`src/hw/mem_pkg.sv`:
```
/*
 * Memory subsystem package
 * Command encoding, width types, request and response structs
 */

package mem_pkg;

    // ========================================================
    // Sizing
    // ========================================================
    // Fetch on 0, MSHR entries on 1 and 2
    localparam int MEM_REQ_NUM   = 3;
    localparam int MEM_REQ_IDX_W = 2;
    // Acceptance to load data return, in cycles
    localparam int MEM_LATENCY   = 4;
    localparam int MEM_ADDR_W    = 8;
    localparam int MEM_DATA_W    = 64;
    localparam int MEM_TAG_W     = 4;
    localparam int MEM_DEPTH     = 1 << MEM_ADDR_W;

    // ========================================================
    // Types
    // ========================================================
    typedef enum logic [1:0] {
        BUS_NONE  = 2'd0,
        BUS_LOAD  = 2'd1,
        BUS_STORE = 2'd2
    } bus_command_e;

    typedef logic [MEM_ADDR_W-1:0]    mem_addr_t;
    typedef logic [MEM_DATA_W-1:0]    mem_data_t;
    // Tag 0 is reserved for no response
    typedef logic [MEM_TAG_W-1:0]     mem_tag_t;
    typedef logic [MEM_REQ_IDX_W-1:0] mem_req_idx_t;

    // Requester command, also what goes to memory
    typedef struct packed {
        bus_command_e command;
        mem_addr_t    addr;
        mem_data_t    data;
    } mem_in_t;

    // Memory return, broadcast to every requester
    typedef struct packed {
        mem_tag_t  response;   // tag given to this cycle's command
        mem_tag_t  tag;        // tag of the load completing now
        mem_data_t data;
    } mem_out_t;

endpackage
```
`src/hw/mem_switch.sv`:
```
/*
 * Memory request switch
 * Routes the arbitrated requester onto the single memory port
 */

`timescale 1ns/1ps

module mem_switch (
    input  logic                                      clk_i,
    input  logic                                      reset_i,
    input  mem_pkg::mem_in_t [mem_pkg::MEM_REQ_NUM-1:0] req2mem_i,
    input  mem_pkg::mem_out_t                         mem2switch_i,
    output logic [mem_pkg::MEM_REQ_NUM-1:0]           memory_grant_o,
    output mem_pkg::mem_in_t                          switch2mem_o
);

    import mem_pkg::*;

    logic [MEM_REQ_NUM-1:0] arbiter_req;
    logic                   arbiter_ack;
    mem_req_idx_t           grant_idx;
    logic                   grant_valid;

    mem_fixed_priority_arbiter #(
        .REQ_NUM (MEM_REQ_NUM)
    ) i_mem_fixed_priority_arbiter (
        .clk_i   (clk_i),
        .reset_i (reset_i),
        .req_i   (arbiter_req),
        .ack_i   (arbiter_ack),
        .grant_o (grant_idx),
        .valid_o (grant_valid)
    );

    // ========================================================
    // Request flags, acknowledge and routing
    // ========================================================
    always_comb begin
        // Every requester with a live command
        for (int i = 0; i < MEM_REQ_NUM; i++) begin
            arbiter_req[i] = (req2mem_i[i].command != BUS_NONE);
        end

        // Accepted when memory hands back a tag
        arbiter_ack = grant_valid && (mem2switch_i.response != '0);

        // Idle port by default
        switch2mem_o         = '0;
        switch2mem_o.command = BUS_NONE;
        memory_grant_o       = '0;
        if (grant_valid) begin
            switch2mem_o   = req2mem_i[grant_idx];
            memory_grant_o = {{(MEM_REQ_NUM-1){1'b0}}, 1'b1} << grant_idx;
        end
    end

endmodule

```
`src/hw/mem_fixed_priority_arbiter.sv`:
```
/*
 * Fixed priority arbiter for the memory port
 * Registers the lowest active index, holds it until acknowledged
 */

`timescale 1ns/1ps

module mem_fixed_priority_arbiter #(
    parameter int REQ_NUM = mem_pkg::MEM_REQ_NUM
) (
    input  logic                 clk_i,
    input  logic                 reset_i,
    input  logic [REQ_NUM-1:0]   req_i,
    input  logic                 ack_i,
    output mem_pkg::mem_req_idx_t grant_o,
    output logic                 valid_o
);

    import mem_pkg::*;

    typedef enum logic {
        ARB_IDLE,
        ARB_GRANT
    } arb_state_e;

    arb_state_e   state_q;
    mem_req_idx_t winner;
    mem_req_idx_t grant_q;

    // ========================================================
    // Priority pick
    // ========================================================
    always_comb begin
        winner = '0;
        // Scan downward so the lowest index wins
        for (int i = REQ_NUM - 1; i >= 0; i--) begin
            if (req_i[i]) begin
                winner = mem_req_idx_t'(i);
            end
        end
    end

    // ========================================================
    // Grant register
    // ========================================================
    always_ff @(posedge clk_i) begin
        if (reset_i) begin
            state_q <= ARB_IDLE;
            grant_q <= '0;
        end else begin
            case (state_q)
                ARB_IDLE: begin
                    // Pick only when someone is asking
                    if (|req_i) begin
                        grant_q <= winner;
                        state_q <= ARB_GRANT;
                    end
                end
                ARB_GRANT: begin
                    // One idle cycle follows, winner retires its command
                    if (ack_i) begin
                        state_q <= ARB_IDLE;
                    end
                end
                default: state_q <= ARB_IDLE;
            endcase
        end
    end

    assign grant_o = grant_q;
    assign valid_o = (state_q == ARB_GRANT);

endmodule

```
`config.mk`:
```
export PLATFORM = sky130hd
export DESIGN_NAME = mem_switch
export DESIGN_NICKNAME = d
export VERILOG_FILES = /design/src/hw/mem_pkg.sv /design/src/hw/mem_switch.sv /design/src/hw/mem_fixed_priority_arbiter.sv
export SDC_FILE = /design/constraint.sdc
export NUM_CORES = 1
export LEC_CHECK = 0
export BUFFER_PORTS_ARGS = -buffer_cell sky130_fd_sc_hd__buf_2
export CELL_PAD_IN_SITES_DETAIL_PLACEMENT = 1
export CELL_PAD_IN_SITES_GLOBAL_PLACEMENT = 2
export CORE_MARGIN = 4
export CORE_UTILIZATION = 11
export CTS_CLUSTER_SIZE = 20
export DETAILED_ROUTE_END_ITERATION = 16
export PLACE_DENSITY = 0.89
export RECOVER_POWER = 25
export SYNTH_ARGS = -nofsm -noshare
export SYNTH_HDL_FRONTEND = slang
export SYNTH_HIERARCHICAL = 1
export SYNTH_SLANG_ARGS = --single-unit
```
`constraint.sdc`:
```
create_clock -name clk_i -period 1.6 [get_ports clk_i]
set_clock_uncertainty 0.1 [all_clocks]
set_input_delay 0.24 -clock clk_i [delete_from_list [all_inputs] [get_ports clk_i]]
set_output_delay 0.24 -clock clk_i [all_outputs]
set_load 0.03 [all_outputs]
```
; After elaboration in Yosys (flattened, before gate mapping)
; Index checks and enable logic that the tools add are counted.
[op_classes]
bitwise_logic = 1
div_mod_pow = 0
shifts = 1
eq_ne = 0
n_reduce_logical = 7
n_mul = 0
muxes = 10
n_lt_le_gt_ge = 1
n_addsub = 0
[ops]
columns = cell, n
row1 = binary-select mux 74 bit (select 2 bit), 1
row2 = two-way mux 74 bit, 2
row3 = two-way mux 2 bit, 3
row4 = nonzero test 2 bit, 3
row5 = nonzero test 4 bit, 1
row6 = "less-than comparator 2 x 3 -> 1 bit, second input constant", 1
row7 = two-way mux 3 bit, 1
row8 = OR reduction 3 bit, 1
row9 = "left shift 1 x 2 -> 3 bit, first input constant", 1
row10 = two-way mux 1 bit, 2
row11 = case mux 1 bit (2 select lines), 1
row12 = AND reduction 2 bit, 1
row13 = logical AND 1 bit, 1
row14 = inverter 1 bit, 1
[word_totals]
output_inout_bits = 77
mem_count = 0
latchBits = 0
mem_bits_ro = 0
word_cells = 22
mem_bits_rw = 0
register_bits = 3

; Longest topological paths before layout
; Gate-level depths: netlist (run 1).
[depth]
depth_word = 4
ltp_mapped = 5

; Hierarchy
; Netlist (run 1), hierarchy kept.
[modules_own_cells]
columns = module, cells_per_inst, instances, seq_area_each_um2, area_each_um2
row1 = mem_switch, 265, 1, 0.0, 1991.9
row2 = mem_fixed_priority_arbiter, 12, 1, 60.1, 135.1

; Least setup slack after synthesis (run 1)
; OpenSTA, ideal clock, no wires.
[synth_timing]
path_type = flip-flop to output port
startpoint = register i_mem_fixed_priority_arbiter.state_q (netlist: i_mem_fixed_priority_arbiter/valid_o)
endpoint = output port switch2mem_o[65] (netlist name)
required_time_ns = 1.260
arrival_ns = 1.454
path_stages_with_launch = 5
slack_ns = -0.194
path_buffers = 2
path_cell_list = dfxtp_1 > buf_4 > buf_2 > nand2_1 > o22ai_1
[synth_rtl]
columns = item, line_no
row1 = "start, declared", mem_fixed_priority_arbiter.sv:26  ; arb_state_e state_q;
row2 = "start signal, assigned", mem_fixed_priority_arbiter.sv:48  ; state_q <= ARB_IDLE;
row3 = "start signal, assigned", mem_fixed_priority_arbiter.sv:56  ; state_q <= ARB_GRANT;
row4 = "start signal, assigned", mem_fixed_priority_arbiter.sv:62  ; state_q <= ARB_IDLE;
row5 = "end, declared", mem_switch.sv:14  ; output mem_pkg::mem_in_t switch2mem_o

==> results of run 1 <==
worst max-delay path: cells and delay by family (launching register included):
family,cells,cell delay [ns]
AOI/OAI and AO/OA,1,0.11
buffers and inverters,4,0.58
DFF,1,0.39
muxes,1,0.24
routing by layer:
layer,GRT usage,vias up
met3,0.0321,20
met4,0.0168,0
met2,0.262,170
met1,0.131,1764
met5,0,-
li1,-,1747
state kept, by name, summed over array words and instances (netlist names):
| register | flops |
|---|---|
| i_mem_fixed_priority_arbiter/grant_o | 2 |
| i_mem_fixed_priority_arbiter/valid_o | 1 |
logic make-up (layout without fill, tap and decap cells):
family / Yosys count / in the layout / synth area share
muxes: 74 / 74 / 0.348
buffers and inverters: 34 / 385 / 0.119
DFF: 3 / 3 / 0.0282
AOI/OAI and AO/OA: 79 / 79 / 0.331
and+or+nand+nor: 87 / 87 / 0.174
Yosys cell counts (all sizes together):
library cell / count / area share
mux2i: 74 / 0.35
nand2: 74 / 0.13
o22ai: 73 / 0.30
buf: 28 / 0.11
clkbuf: 4 / 0.0088
nor2: 4 / 0.0071
dfxtp: 3 / 0.028
or2: 3 / 0.0088
inv: 2 / 0.0035
a221oi: 1 / 0.0071
a31o: 1 / 0.0041
and2: 1 / 0.0029
and3: 1 / 0.0029
nand2b: 1 / 0.0065
nand3b: 1 / 0.0035
nor2b: 1 / 0.0029
nor4b: 1 / 0.0071
o21ai: 1 / 0.0024
o21bai: 1 / 0.0035
o221a: 1 / 0.0053
o41a: 1 / 0.0053
how the worst max path moves through the flow:
stage          slack (ns)                to                                     from
2_1_floorplan       -0.15  switch2mem_o[15]     i_mem_fixed_priority_arbiter/valid_o
3_3_place_gp        -0.04  switch2mem_o[66]  i_mem_fixed_priority_arbiter/grant_o[0]
3_5_place_dp        -0.07  switch2mem_o[29]  i_mem_fixed_priority_arbiter/grant_o[0]
4_1_cts             -0.27  switch2mem_o[29]  i_mem_fixed_priority_arbiter/grant_o[0]
5_1_grt             -0.35  switch2mem_o[29]  i_mem_fixed_priority_arbiter/grant_o[0]
6_report            -0.31  switch2mem_o[29]  i_mem_fixed_priority_arbiter/grant_o[0]
power by group:
part	total, mW	switching, mW	internal, mW
Combinational	2.36	1.18	1.18
Clock	0.410	0.0798	0.330
Sequential	0.0865	0.00724	0.0793
layout make-up:
class                           count  area, sq um  share of cell area
Sequential cell                     3         68.8              0.0111
Inverter                            2         15.0             0.00243
Clock buffer                        4         78.8              0.0128
Timing Repair Buffer              379         2970               0.480
Tap cell                          260          325              0.0526
Multi-Input combinational cell    240         2730               0.441
what timing repair did:
action	in CTS	in global routing
gates resized for setup	167	100
pin swaps	1	3
cloned	4	3
setup buffers	11	11
endpoints found under the setup margin	76	77
==> impl_summary.log, run 1 <==
INFO  metric wire_per_inst = between 15 and 20 um
INFO  metric worstPathMaxFanout = 8
INFO  metric final_critical_path_time_including_i_o_delays_and_setup = about 1.9 ns
INFO  metric power.static_leakage = 2.59 nW
INFO  metric r2r_start = i_mem_fixed_priority_arbiter/grant_o[0]
INFO  metric grt_pass1_wl = ~22,000 um
INFO  metric final-max-slew-violation-count = 0
INFO  metric ir_worst_vdd = roughly 0.34 mV
INFO  metric cts-root-to-sink-buffers = 2
INFO  metric timing.hold.worst_path_depth = 2
INFO  metric cp_slowest_cell = dfxtp_4
INFO  metric route.antenna.remaining_nets = 0
INFO  metric cts-buffers-inserted = 3
INFO  metric antenna_violations_before_repair = 0
INFO  metric die_area = 21,600 sq um
INFO  metric start_kind = register
INFO  metric post-route-drc-count = 0
INFO  metric cts_sinks = 3
INFO  metric r2r_end = i_mem_fixed_priority_arbiter/grant_o[0]
INFO  metric crit_path_cell_trace = buf_12 -> buf_16 -> buf_8 -> mux2i_2 -> o22ai_1 -> buf_4
INFO  metric fin_ws = -0.310 ns
INFO  metric clock_tree_from_tritoncts = built
INFO  metric final_layout_size_suffix_gt1_frac = 0.790
INFO  metric grt_max_degree = 49
INFO  metric source_to_sink_clock_delay_at_the_later_pin_of_the_worst_skew_pair = around 0.23 ns
INFO  metric worst_hold_path.endpoint = i_mem_fixed_priority_arbiter/valid_o
INFO  metric port_buffers = slightly above 300
INFO  metric postSynthCellCount = 277
INFO  metric final.hold.worst_slack = roughly 0.14 ns
INFO  metric ys_ff_latch = 3
INFO  metric die_x = around 150 um
INFO  metric fin_cells = approximately 900
INFO  metric cell_area_after_placement = approximately 4700 sq um
INFO  metric floorplan.io_pins = approximately 370
INFO  metric globalRoute.totalOverflow = 0
INFO  metric die_height = about 150 um
INFO  metric violated_checks = setup timing
INFO  metric fin_util = 0.328
INFO  metric hold_path.startpoint = reset_i
INFO  metric layout.nets = slightly above 900
INFO  metric final_cell_mix = buf_2, nand2_1, buf_6, buf_4, o22ai_4
INFO  metric core = 18,800 sq um
INFO  metric drt-met1-wl = approximately 5600 um
INFO  metric post-layout-total-power = between 2 and 3 mW
INFO  metric gp_congestion = between 0.7 and 0.8
INFO  metric report.final.setup_viol = 75
INFO  metric mappedNetlistNets = 573
INFO  metric cts.reportedPaths.clkPinSlew = approximately 0.040 ns
INFO  metric maxClockFrequency = around 520 MHz
INFO  metric area_delta_synth_final = 191%
INFO  metric power_density = between 400 and 500 nW/um^2
INFO  metric detailroute.via_count = 3,701
INFO  metric setup.worst_path.class = register to output port
INFO  metric r2r_setup_slack = ~0.28 ns
INFO  metric synthesis.yosys.warnings = 6
INFO  metric layout_commonest_cell = buf_2
INFO  metric syn_area = 2130 sq um
INFO  metric detailroute.wirelength.met2 = 9260 um
INFO  metric dpl.hpwl = ~11,000 um
INFO  metric rows = 50
INFO  metric viasPerCell = approximately 4.2
INFO  metric timing.slew.headroom = 0.786
INFO  metric max_cap_viol_count = 0
INFO  metric detailroute.wirelength.met3 = about 1100 um
INFO  metric synth_seq_area_share = 0.0282
INFO  metric worst-r2r-cell-count = 5
INFO  metric pre_cts_slack = -0.0652 ns
INFO  metric synthDistinctLibCells = 29
INFO  metric final_layout_fill_cell_count = 2,173
INFO  metric first_global_vias = 3,988
INFO  metric num_antenna_cells = 0
INFO  metric drt-total-wl = ~16,000 um
INFO  metric floorplan.initialDensity = 0.113
INFO  metric fin_tns_setup = -16.48 ns
INFO  metric ctsHtreeMaxLevel = 1
INFO  metric groute.usage.overall = 0.127
INFO  metric drt_iter0_markers = between 70 and 80
INFO  metric clockRootBuffer = clkbuf_16
INFO  metric run_status = finished with violations
INFO  metric timing.hold.worst.class = input pin to register
INFO  metric top_layer = met4
INFO  metric avgSynthCellArea = ~7.7 sq um
INFO  metric timing.final.crit_share = 1.19
INFO  metric worst-endpoint-required = ~1.3 ns
INFO  metric dpl.cell_count = around 860
INFO  metric hold_buffers = 0
INFO  metric end_kind = output port
INFO  metric max_slew.worst_pin.slew = 0.315 ns
INFO  metric critical_path.max_stage_delay = just under 0.4 ns
INFO  metric grt_setup_unrepaired = yes
INFO  metric final_count_of_hold_timing_violations = 0
INFO  metric first_pass_iters = 4
INFO  metric design_area = about 6000 sq um
INFO  metric critPathArrivalTime = 1.57 ns
Power figures use the tool's default switching activity.
==> run 2, diff against run 1 <==
--- a/config.mk
+++ b/config.mk
@@ -5,14 +5,15 @@
 export SDC_FILE = /design/constraint.sdc
 export NUM_CORES = 1
 export LEC_CHECK = 0
+export ABC_AREA = 0
 export BUFFER_PORTS_ARGS = -buffer_cell sky130_fd_sc_hd__buf_2
 export CELL_PAD_IN_SITES_DETAIL_PLACEMENT = 1
 export CELL_PAD_IN_SITES_GLOBAL_PLACEMENT = 2
-export CORE_MARGIN = 4
-export CORE_UTILIZATION = 11
+export CORE_AREA = 2 2 147 149
 export CTS_CLUSTER_SIZE = 20
 export DETAILED_ROUTE_END_ITERATION = 16
-export PLACE_DENSITY = 0.89
+export DIE_AREA = 0 0 149 151
+export PLACE_DENSITY = 0.84
 export RECOVER_POWER = 25
 export SYNTH_ARGS = -nofsm -noshare
 export SYNTH_HDL_FRONTEND = slang
==> constraint.sdc (replaced) <==
create_clock -name clk_i -period 1.6 [get_ports clk_i]
set_clock_uncertainty 0.1 [all_clocks]
set_input_delay 0.32 -clock clk_i [delete_from_list [all_inputs] [get_ports clk_i]]
set_output_delay 0.32 -clock clk_i [all_outputs]
set_load 0.03 [all_outputs]
==> impl_summary.log, run 2 (synthesized netlist as in run 1, its figures left out) <==
INFO  metric run_status = finished with violations (unchanged)
INFO  metric violated_checks = setup timing (unchanged)
INFO  metric area_delta_synth_final = 170% (was 191%)
INFO  metric r2r_end = i_mem_fixed_priority_arbiter/grant_o[0] (unchanged)
INFO  metric gp_congestion = 0.713 (was 0.752)
INFO  metric critPathArrivalTime = 1.49 ns (was 1.57 ns)
INFO  metric worst-r2r-cell-count = 5 (unchanged)
INFO  metric cts.reportedPaths.clkPinSlew = 0.03 ns (was 0.04 ns)
INFO  metric floorplan.initialDensity = 0.102 (was 0.113)
INFO  metric power.static_leakage = 2.45 nW (was 2.59 nW)
INFO  metric groute.usage.overall = 0.110 (was 0.127)
INFO  metric cp_slowest_cell = dfxtp_4 (unchanged)
INFO  metric dpl.cell_count = 859 (was 855)
INFO  metric p_int = 1.44 mW (was 1.59 mW)
INFO  metric drt_iter0_markers = 81 (was 71)
INFO  metric worst-endpoint-required = 1.18 ns (was 1.26 ns)
INFO  metric ir_worst_vdd = 0.303 mV (was 0.344 mV)
INFO  metric ctsHtreeMaxLevel = 1 (unchanged)
INFO  metric cell_area_after_placement = 4470 sq um (was 4690 sq um)
INFO  metric layout_commonest_cell = buf_2 (unchanged)
INFO  metric final-max-slew-violation-count = 0 (unchanged)
INFO  metric hold_buffers = 0 (unchanged)
INFO  metric multi_input_comb_area = 2560 sq um (was 2730 sq um)
INFO  metric floorplan.io_pins = 373 (unchanged)
INFO  metric clock_tree_from_tritoncts = built (unchanged)
INFO  metric first_global_vias = 3,758 (was 3,988)
INFO  metric layout.nets = 903 (was 925)
INFO  metric grt_setup_unrepaired = yes (unchanged)
INFO  metric timing.slew.headroom = 0.842 (was 0.786)
INFO  metric route.antenna.remaining_nets = 0 (unchanged)
INFO  metric final_layout_fill_cell_count = 2,471 (was 2,173)
INFO  metric setup.worst_path.class = register to output port (unchanged)
INFO  metric max_slew.worst_pin.slew = 0.238 ns (was 0.315 ns)
INFO  metric combinationalPowerShare = 0.812 (was 0.826)
INFO  metric num_antenna_cells = 0 (unchanged)
INFO  metric worstSetupPathDepth = 5 (was 6)
INFO  metric grt_pass1_wl = 19,600 um (was 22,100 um)
INFO  metric port_buffers = 304 (unchanged)
INFO  metric core = 20,800 sq um (was 18,800 sq um)
INFO  metric pre_cts_slack = -0.0858 ns (was -0.0652 ns)
INFO  metric maxClockFrequency = 523 MHz (about the same)
INFO  metric switching_power = 1.16 mW (was 1.27 mW)
INFO  metric crit_path_cell_trace = buf_12 -> buf_16 -> mux2i_4 -> o22ai_2 -> buf_2 (was buf_12 -> buf_16 -> buf_8 -> mux2i_2 -> o22ai_1 -> buf_4)
INFO  metric first_pass_iters = 4 (unchanged)
INFO  metric die_height = 151 um (was 147 um)
INFO  metric final_critical_path_time_including_i_o_delays_and_setup = 1.91 ns (about the same)
INFO  metric report.final.setup_viol = 77 (was 75)
INFO  metric globalRoute.totalOverflow = 0 (unchanged)
INFO  metric dpl.hpwl = 10,300 um (was 11,400 um)
INFO  metric drt-total-wl = 14,400 um (was 16,300 um)
INFO  metric end_kind = output port (unchanged)
INFO  metric cp_num_buf_inv = 3 (was 4)
INFO  metric die_x = 149 um (was 147 um)
INFO  metric viasPerCell = 4.07 (was 4.17)
INFO  metric wire_per_inst = 16.4 um (was 18.3 um)
INFO  metric grt_max_degree = 48 (was 49)
INFO  metric r2r_setup_slack = 0.32 ns (was 0.28 ns)
INFO  metric worstPathMaxFanout = 10 (was 8)
INFO  metric final_cell_mix = buf_2, nand2_1, buf_6, o22ai_2, buf_4 (was buf_2, nand2_1, buf_6, buf_4, o22ai_4)
INFO  metric final_layout_size_suffix_gt1_frac = 0.795 (was 0.790)
INFO  metric rows = 53 (was 50)
INFO  metric hold_path.startpoint = reset_i (unchanged)
INFO  metric timing.final.crit_share = 1.19 (about the same)
INFO  metric max_cap_viol_count = 0 (unchanged)
INFO  metric antenna_violations_before_repair = 0 (unchanged)
INFO  metric post-layout-total-power = 2.60 mW (was 2.85 mW)
INFO  metric clockRootBuffer = clkbuf_16 (unchanged)
INFO  metric power.share.sequential = 0.034 (was 0.030)
INFO  metric cts-buffers-inserted = 3 (unchanged)
INFO  metric post-route-drc-count = 0 (unchanged)
INFO  metric path_delay_family = buffers and inverters (unchanged)
INFO  metric max_reg_flops = 2 (unchanged)
INFO  metric detailroute.via_count = 3,585 (was 3,701)
INFO  metric start_kind = register (unchanged)
INFO  metric timing.hold.worst.class = input pin to register (unchanged)
INFO  metric cts_sinks = 3 (unchanged)
INFO  metric design_area = 5750 sq um (was 6180 sq um)
INFO  metric register_area = 67.6 sq um (was 68.8 sq um)
INFO  metric fin_util = 0.276 (was 0.328)
INFO  metric die_area = 22,500 sq um (was 21,600 sq um)
INFO  metric r2r_start = i_mem_fixed_priority_arbiter/grant_o[0] (unchanged)
INFO  metric final_count_of_hold_timing_violations = 0 (unchanged)
INFO  metric swShare = 0.446 (was 0.444)
INFO  metric cts-root-to-sink-buffers = 2 (unchanged)
INFO  metric source_to_sink_clock_delay_at_the_later_pin_of_the_worst_skew_pair = 0.23 ns (about the same)
INFO  metric power_density = 452 nW/um^2 (was 461 nW/um^2)
INFO  metric worst_hold_path.endpoint = i_mem_fixed_priority_arbiter/valid_o (unchanged)
INFO  metric fin_tns_setup = -18.62 ns (was -16.48 ns)
INFO  metric p_clk_frac = 0.154 (was 0.144)
INFO  metric critical_path.max_stage_delay = 0.41 ns (was 0.39 ns)
INFO  metric final.hold.worst_slack = 0.213 ns (was 0.138 ns)
INFO  metric timing.hold.worst_path_depth = 2 (unchanged)
INFO  metric fin_ws = -0.310 ns (about the same)
INFO  metric fin_cells = 881 (was 888)
run 2: what timing repair did:
action                                  4_1_cts  5_1_grt
gates resized for setup                     164       57
cloned                                        5        6
endpoints found under the setup margin       77       77
setup buffers                                 3        5
hold endpoints to repair                      0        0
pin swaps                                     1        1
run 2: worst max path at each step:
stage                                                        from                to  slack (ns)
after floorplan           i_mem_fixed_priority_arbiter/grant_o[0]   switch2mem_o[3]        -0.1
after global placement    i_mem_fixed_priority_arbiter/grant_o[0]  switch2mem_o[66]       -0.05
after detailed placement  i_mem_fixed_priority_arbiter/grant_o[0]  switch2mem_o[38]       -0.09
after CTS                 i_mem_fixed_priority_arbiter/grant_o[0]  switch2mem_o[57]       -0.31
after global routing      i_mem_fixed_priority_arbiter/grant_o[0]  switch2mem_o[62]       -0.37
final                     i_mem_fixed_priority_arbiter/grant_o[0]  switch2mem_o[62]       -0.31
run 2: final cells by class:
cell class / count / area share
inverter: 2 / 0.00261
clock buffer: 4 / 0.0137
tap: 275 / 0.0598
multi-input combinational: 241 / 0.445
timing repair buffer: 356 / 0.467
sequential: 3 / 0.0118
run 2: metal layers:
metal	vias to the layer above	share of wire	global-route usage
met3	14	0.086	0.0286
met5	-	0	0
met2	183	0.56	0.221
met4	0	0.014	0.0219
met1	1674	0.34	0.114
li1	1714	-	-
run 2: power groups by stage:
stage,registers (mW),logic [mW],clock network (mW)
finish,0.0883,2.11,0.401
global route,0.0892,2.24,0.424
CTS,0.0884,1.96,0.412
detailed placement,0.0884,1.65,0
global placement,0.0878,1.63,0
floorplan,0.0896,1.03,0
==> run 3, diff against run 2 <==
--- a/config.mk
+++ b/config.mk
@@ -9,11 +9,11 @@
 export BUFFER_PORTS_ARGS = -buffer_cell sky130_fd_sc_hd__buf_2
 export CELL_PAD_IN_SITES_DETAIL_PLACEMENT = 1
 export CELL_PAD_IN_SITES_GLOBAL_PLACEMENT = 2
-export CORE_AREA = 2 2 147 149
+export CORE_AREA = 2 2 145 147
 export CTS_CLUSTER_SIZE = 20
 export DETAILED_ROUTE_END_ITERATION = 16
-export DIE_AREA = 0 0 149 151
-export PLACE_DENSITY = 0.84
+export DIE_AREA = 0 0 147 149
+export PLACE_DENSITY = 0.86
 export RECOVER_POWER = 25
 export SYNTH_ARGS = -nofsm -noshare
 export SYNTH_HDL_FRONTEND = slang
==> constraint.sdc (replaced) <==
create_clock -name clk_i -period 2.3 [get_ports clk_i]
set_clock_uncertainty 0.1 [all_clocks]
set_input_delay 0.46 -clock clk_i [delete_from_list [all_inputs] [get_ports clk_i]]
set_output_delay 0.46 -clock clk_i [all_outputs]
set_load 0.03 [all_outputs]
==> impl_summary.log, run 3 (synthesized netlist as in run 1, its figures left out) <==
INFO  metric run_status = finished clean (was finished with violations)
INFO  metric register_area = 63.8 sq um (was 67.6 sq um)
INFO  metric viasPerCell = 3.97 (was 4.07)
INFO  metric postCtsSetupBuffers = 0 (was 3)
INFO  metric max_cap_viol_count = 0 (unchanged)
INFO  metric cp_slowest_cell = dfxtp_1 (was dfxtp_4)
INFO  metric first_global_vias = 3,443 (was 3,758)
INFO  metric floorplan.io_pins = 373 (unchanged)
INFO  metric final_critical_path_time_including_i_o_delays_and_setup = around 2.1 ns
INFO  metric gp_congestion = 0.719 (was 0.713)
INFO  metric clock_tree_from_tritoncts = built (unchanged)
INFO  metric die_area = 21,900 sq um (was 22,500 sq um)
INFO  metric max_slew.worst_pin.slew = 0.417 ns (was 0.238 ns)
INFO  metric fin_tns_setup = 0 ns (was -18.62 ns)
INFO  metric cts_resized = 0 (was 164)
INFO  metric ir_worst_vdd = 0.191 mV (was 0.303 mV)
INFO  metric grt_pass1_wl = 17,500 um (was 19,600 um)
INFO  metric cp_num_buf_inv = 2 (was 3)
INFO  metric hold_path.startpoint = reset_i (unchanged)
INFO  metric final_layout_size_suffix_gt1_frac = 0.625 (was 0.795)
INFO  metric source_to_sink_clock_delay_at_the_later_pin_of_the_worst_skew_pair = 0.22 ns (was 0.23 ns)
INFO  metric start_kind = register (unchanged)
INFO  metric worstPathMaxFanout = 25 (was 10)
INFO  metric cts-buffers-inserted = 3 (unchanged)
INFO  metric path_delay_family = buffers and inverters (unchanged)
INFO  metric first_pass_iters = 4 (unchanged)
INFO  metric grt_setup_unrepaired = no (was yes)
INFO  metric antenna_violations_before_repair = 0 (unchanged)
INFO  metric layout_commonest_cell = buf_2 (unchanged)
INFO  metric area_delta_synth_final = 86.7% (was 170%)
INFO  metric cts_sinks = 3 (unchanged)
INFO  metric crit_path_cell_trace = buf_4 -> nand2_1 -> o22ai_1 -> clkbuf_1 (was buf_12 -> buf_16 -> mux2i_4 -> o22ai_2 -> buf_2)
INFO  metric post-layout-total-power = 1.32 mW (was 2.60 mW)
INFO  metric multi_input_comb_area = 1820 sq um (was 2560 sq um)
INFO  metric rows = 53 (unchanged)
INFO  metric die_x = 147 um (was 149 um)
INFO  metric ctsHtreeMaxLevel = 1 (unchanged)
INFO  metric r2r_setup_slack = 0.96 ns (was 0.32 ns)
INFO  metric cts.reportedPaths.clkPinSlew = 0.03 ns (about the same)
INFO  metric final-max-slew-violation-count = 0 (unchanged)
INFO  metric floorplan.initialDensity = 0.103 (was 0.102)
INFO  metric report.final.setup_viol = 0 (was 77)
INFO  metric grt_max_degree = 42 (was 48)
INFO  metric final_layout_fill_cell_count = 2,605 (was 2,471)
INFO  metric power_density = 333 nW/um^2 (was 452 nW/um^2)
INFO  metric final_cell_mix = buf_2, mux2i_1, nand2_1, o22ai_1, o22ai_2 (was buf_2, nand2_1, buf_6, o22ai_2, buf_4)
INFO  metric maxClockFrequency = around 470 MHz
INFO  metric dpl.hpwl = 9560 um (was 10,300 um)
INFO  metric final_count_of_hold_timing_violations = 0 (unchanged)
INFO  metric r2r_start = i_mem_fixed_priority_arbiter/valid_o (was i_mem_fixed_priority_arbiter/grant_o[0])
INFO  metric port_buffers = 304 (unchanged)
INFO  metric clockRootBuffer = clkbuf_16 (unchanged)
INFO  metric setup.worst_path.class = register to output port (unchanged)
INFO  metric route.antenna.remaining_nets = 0 (unchanged)
INFO  metric core = 20,600 sq um (was 20,800 sq um)
INFO  metric worst-endpoint-required = 1.74 ns (was 1.18 ns)
INFO  metric globalRoute.totalOverflow = 0 (unchanged)
INFO  metric power.static_leakage = 1.87 nW (was 2.45 nW)
INFO  metric end_kind = output port (unchanged)
INFO  metric wire_per_inst = 14.0 um (was 16.4 um)
INFO  metric timing.slew.headroom = 0.722 (was 0.842)
INFO  metric layout.nets = 859 (was 903)
INFO  metric timing.final.crit_share = 0.928
INFO  metric max_reg_flops = 2 (unchanged)
INFO  metric cts-root-to-sink-buffers = 2 (unchanged)
INFO  metric timing.hold.worst.class = input pin to register (unchanged)
INFO  metric post-route-drc-count = 0 (unchanged)
INFO  metric drt-total-wl = 11,800 um (was 14,400 um)
INFO  metric detailroute.via_count = 3,319 (was 3,585)
INFO  metric hold_buffers = 0 (unchanged)
INFO  metric groute.usage.overall = 0.0980 (was 0.110)
INFO  metric die_height = 149 um (was 151 um)
INFO  metric critPathArrivalTime = 1.57 ns (was 1.49 ns)
INFO  metric drt_iter0_markers = 88 (was 81)
INFO  metric timing.critical_path.from = i_mem_fixed_priority_arbiter/valid_o (was i_mem_fixed_priority_arbiter/grant_o[0])
INFO  metric critical_path.max_stage_delay = 0.46 ns (was 0.41 ns)
INFO  metric num_antenna_cells = 0 (unchanged)
[run 3: path summary, 6_finish.rpt]
check,depth (start not counted),to
worst max register to register,3,i_mem_fixed_priority_arbiter/grant_o[1]
worst min register to register,1,i_mem_fixed_priority_arbiter/grant_o[1]
worst min-delay path,2,i_mem_fixed_priority_arbiter/valid_o
worst max-delay path,4,switch2mem_o[19]
[run 3: per-layer routing]
metal	vias up	GRT usage	routed length (um)
met5	-	0	0
met4	0	0.0135	95
met3	8	0.0242	929
met2	164	0.198	6320
met1	1541	0.105	4410
li1	1606	-	-
[run 3: per-stage QoR]
step / utilization / cell area [sq um] / worst slack [ns] / instances / hold WS [ns]
floorplan: - / 2130 / 0.286 / 277 / 0.373
global placement: 0.190 / 3900 / 0.430 / 833 / 0.566
detailed placement: 0.190 / 3900 / 0.420 / 833 / 0.572
CTS: 0.193 / 3980 / 0.182 / 837 / 0.338
global route: 0.193 / 3970 / 0.0652 / 837 / 0.364
finish: 0.193 / 3970 / 0.165 / 837 / 0.343
[run 3: where the power goes]
group / leakage [nW] / internal (mW) / total, mW / switching [mW]
sequential: 0.0255 / 0.0551 / 0.0621 / 0.00701
combinational: 1.81 / 0.401 / 0.986 / 0.585
clock: 0.0382 / 0.229 / 0.275 / 0.0465
total: 1.87 / 0.685 / 1.32 / 0.638
[run 3: area by class of cell]
cell class | count | area share
Timing Repair Buffer | 313 | 0.418
Tap cell | 275 | 0.0866
Multi-Input combinational cell | 240 | 0.458
Inverter | 2 | 0.00189
Sequential cell | 3 | 0.0161
Clock buffer | 4 | 0.0198
[run 3: worst reg2reg max path: cells and delay by family, from the launching register on]
family,cells,cell delay [ns]
flops,1,0.46
compound gates,1,0.24
simple gates,1,0.09
buf+inv,1,0.34
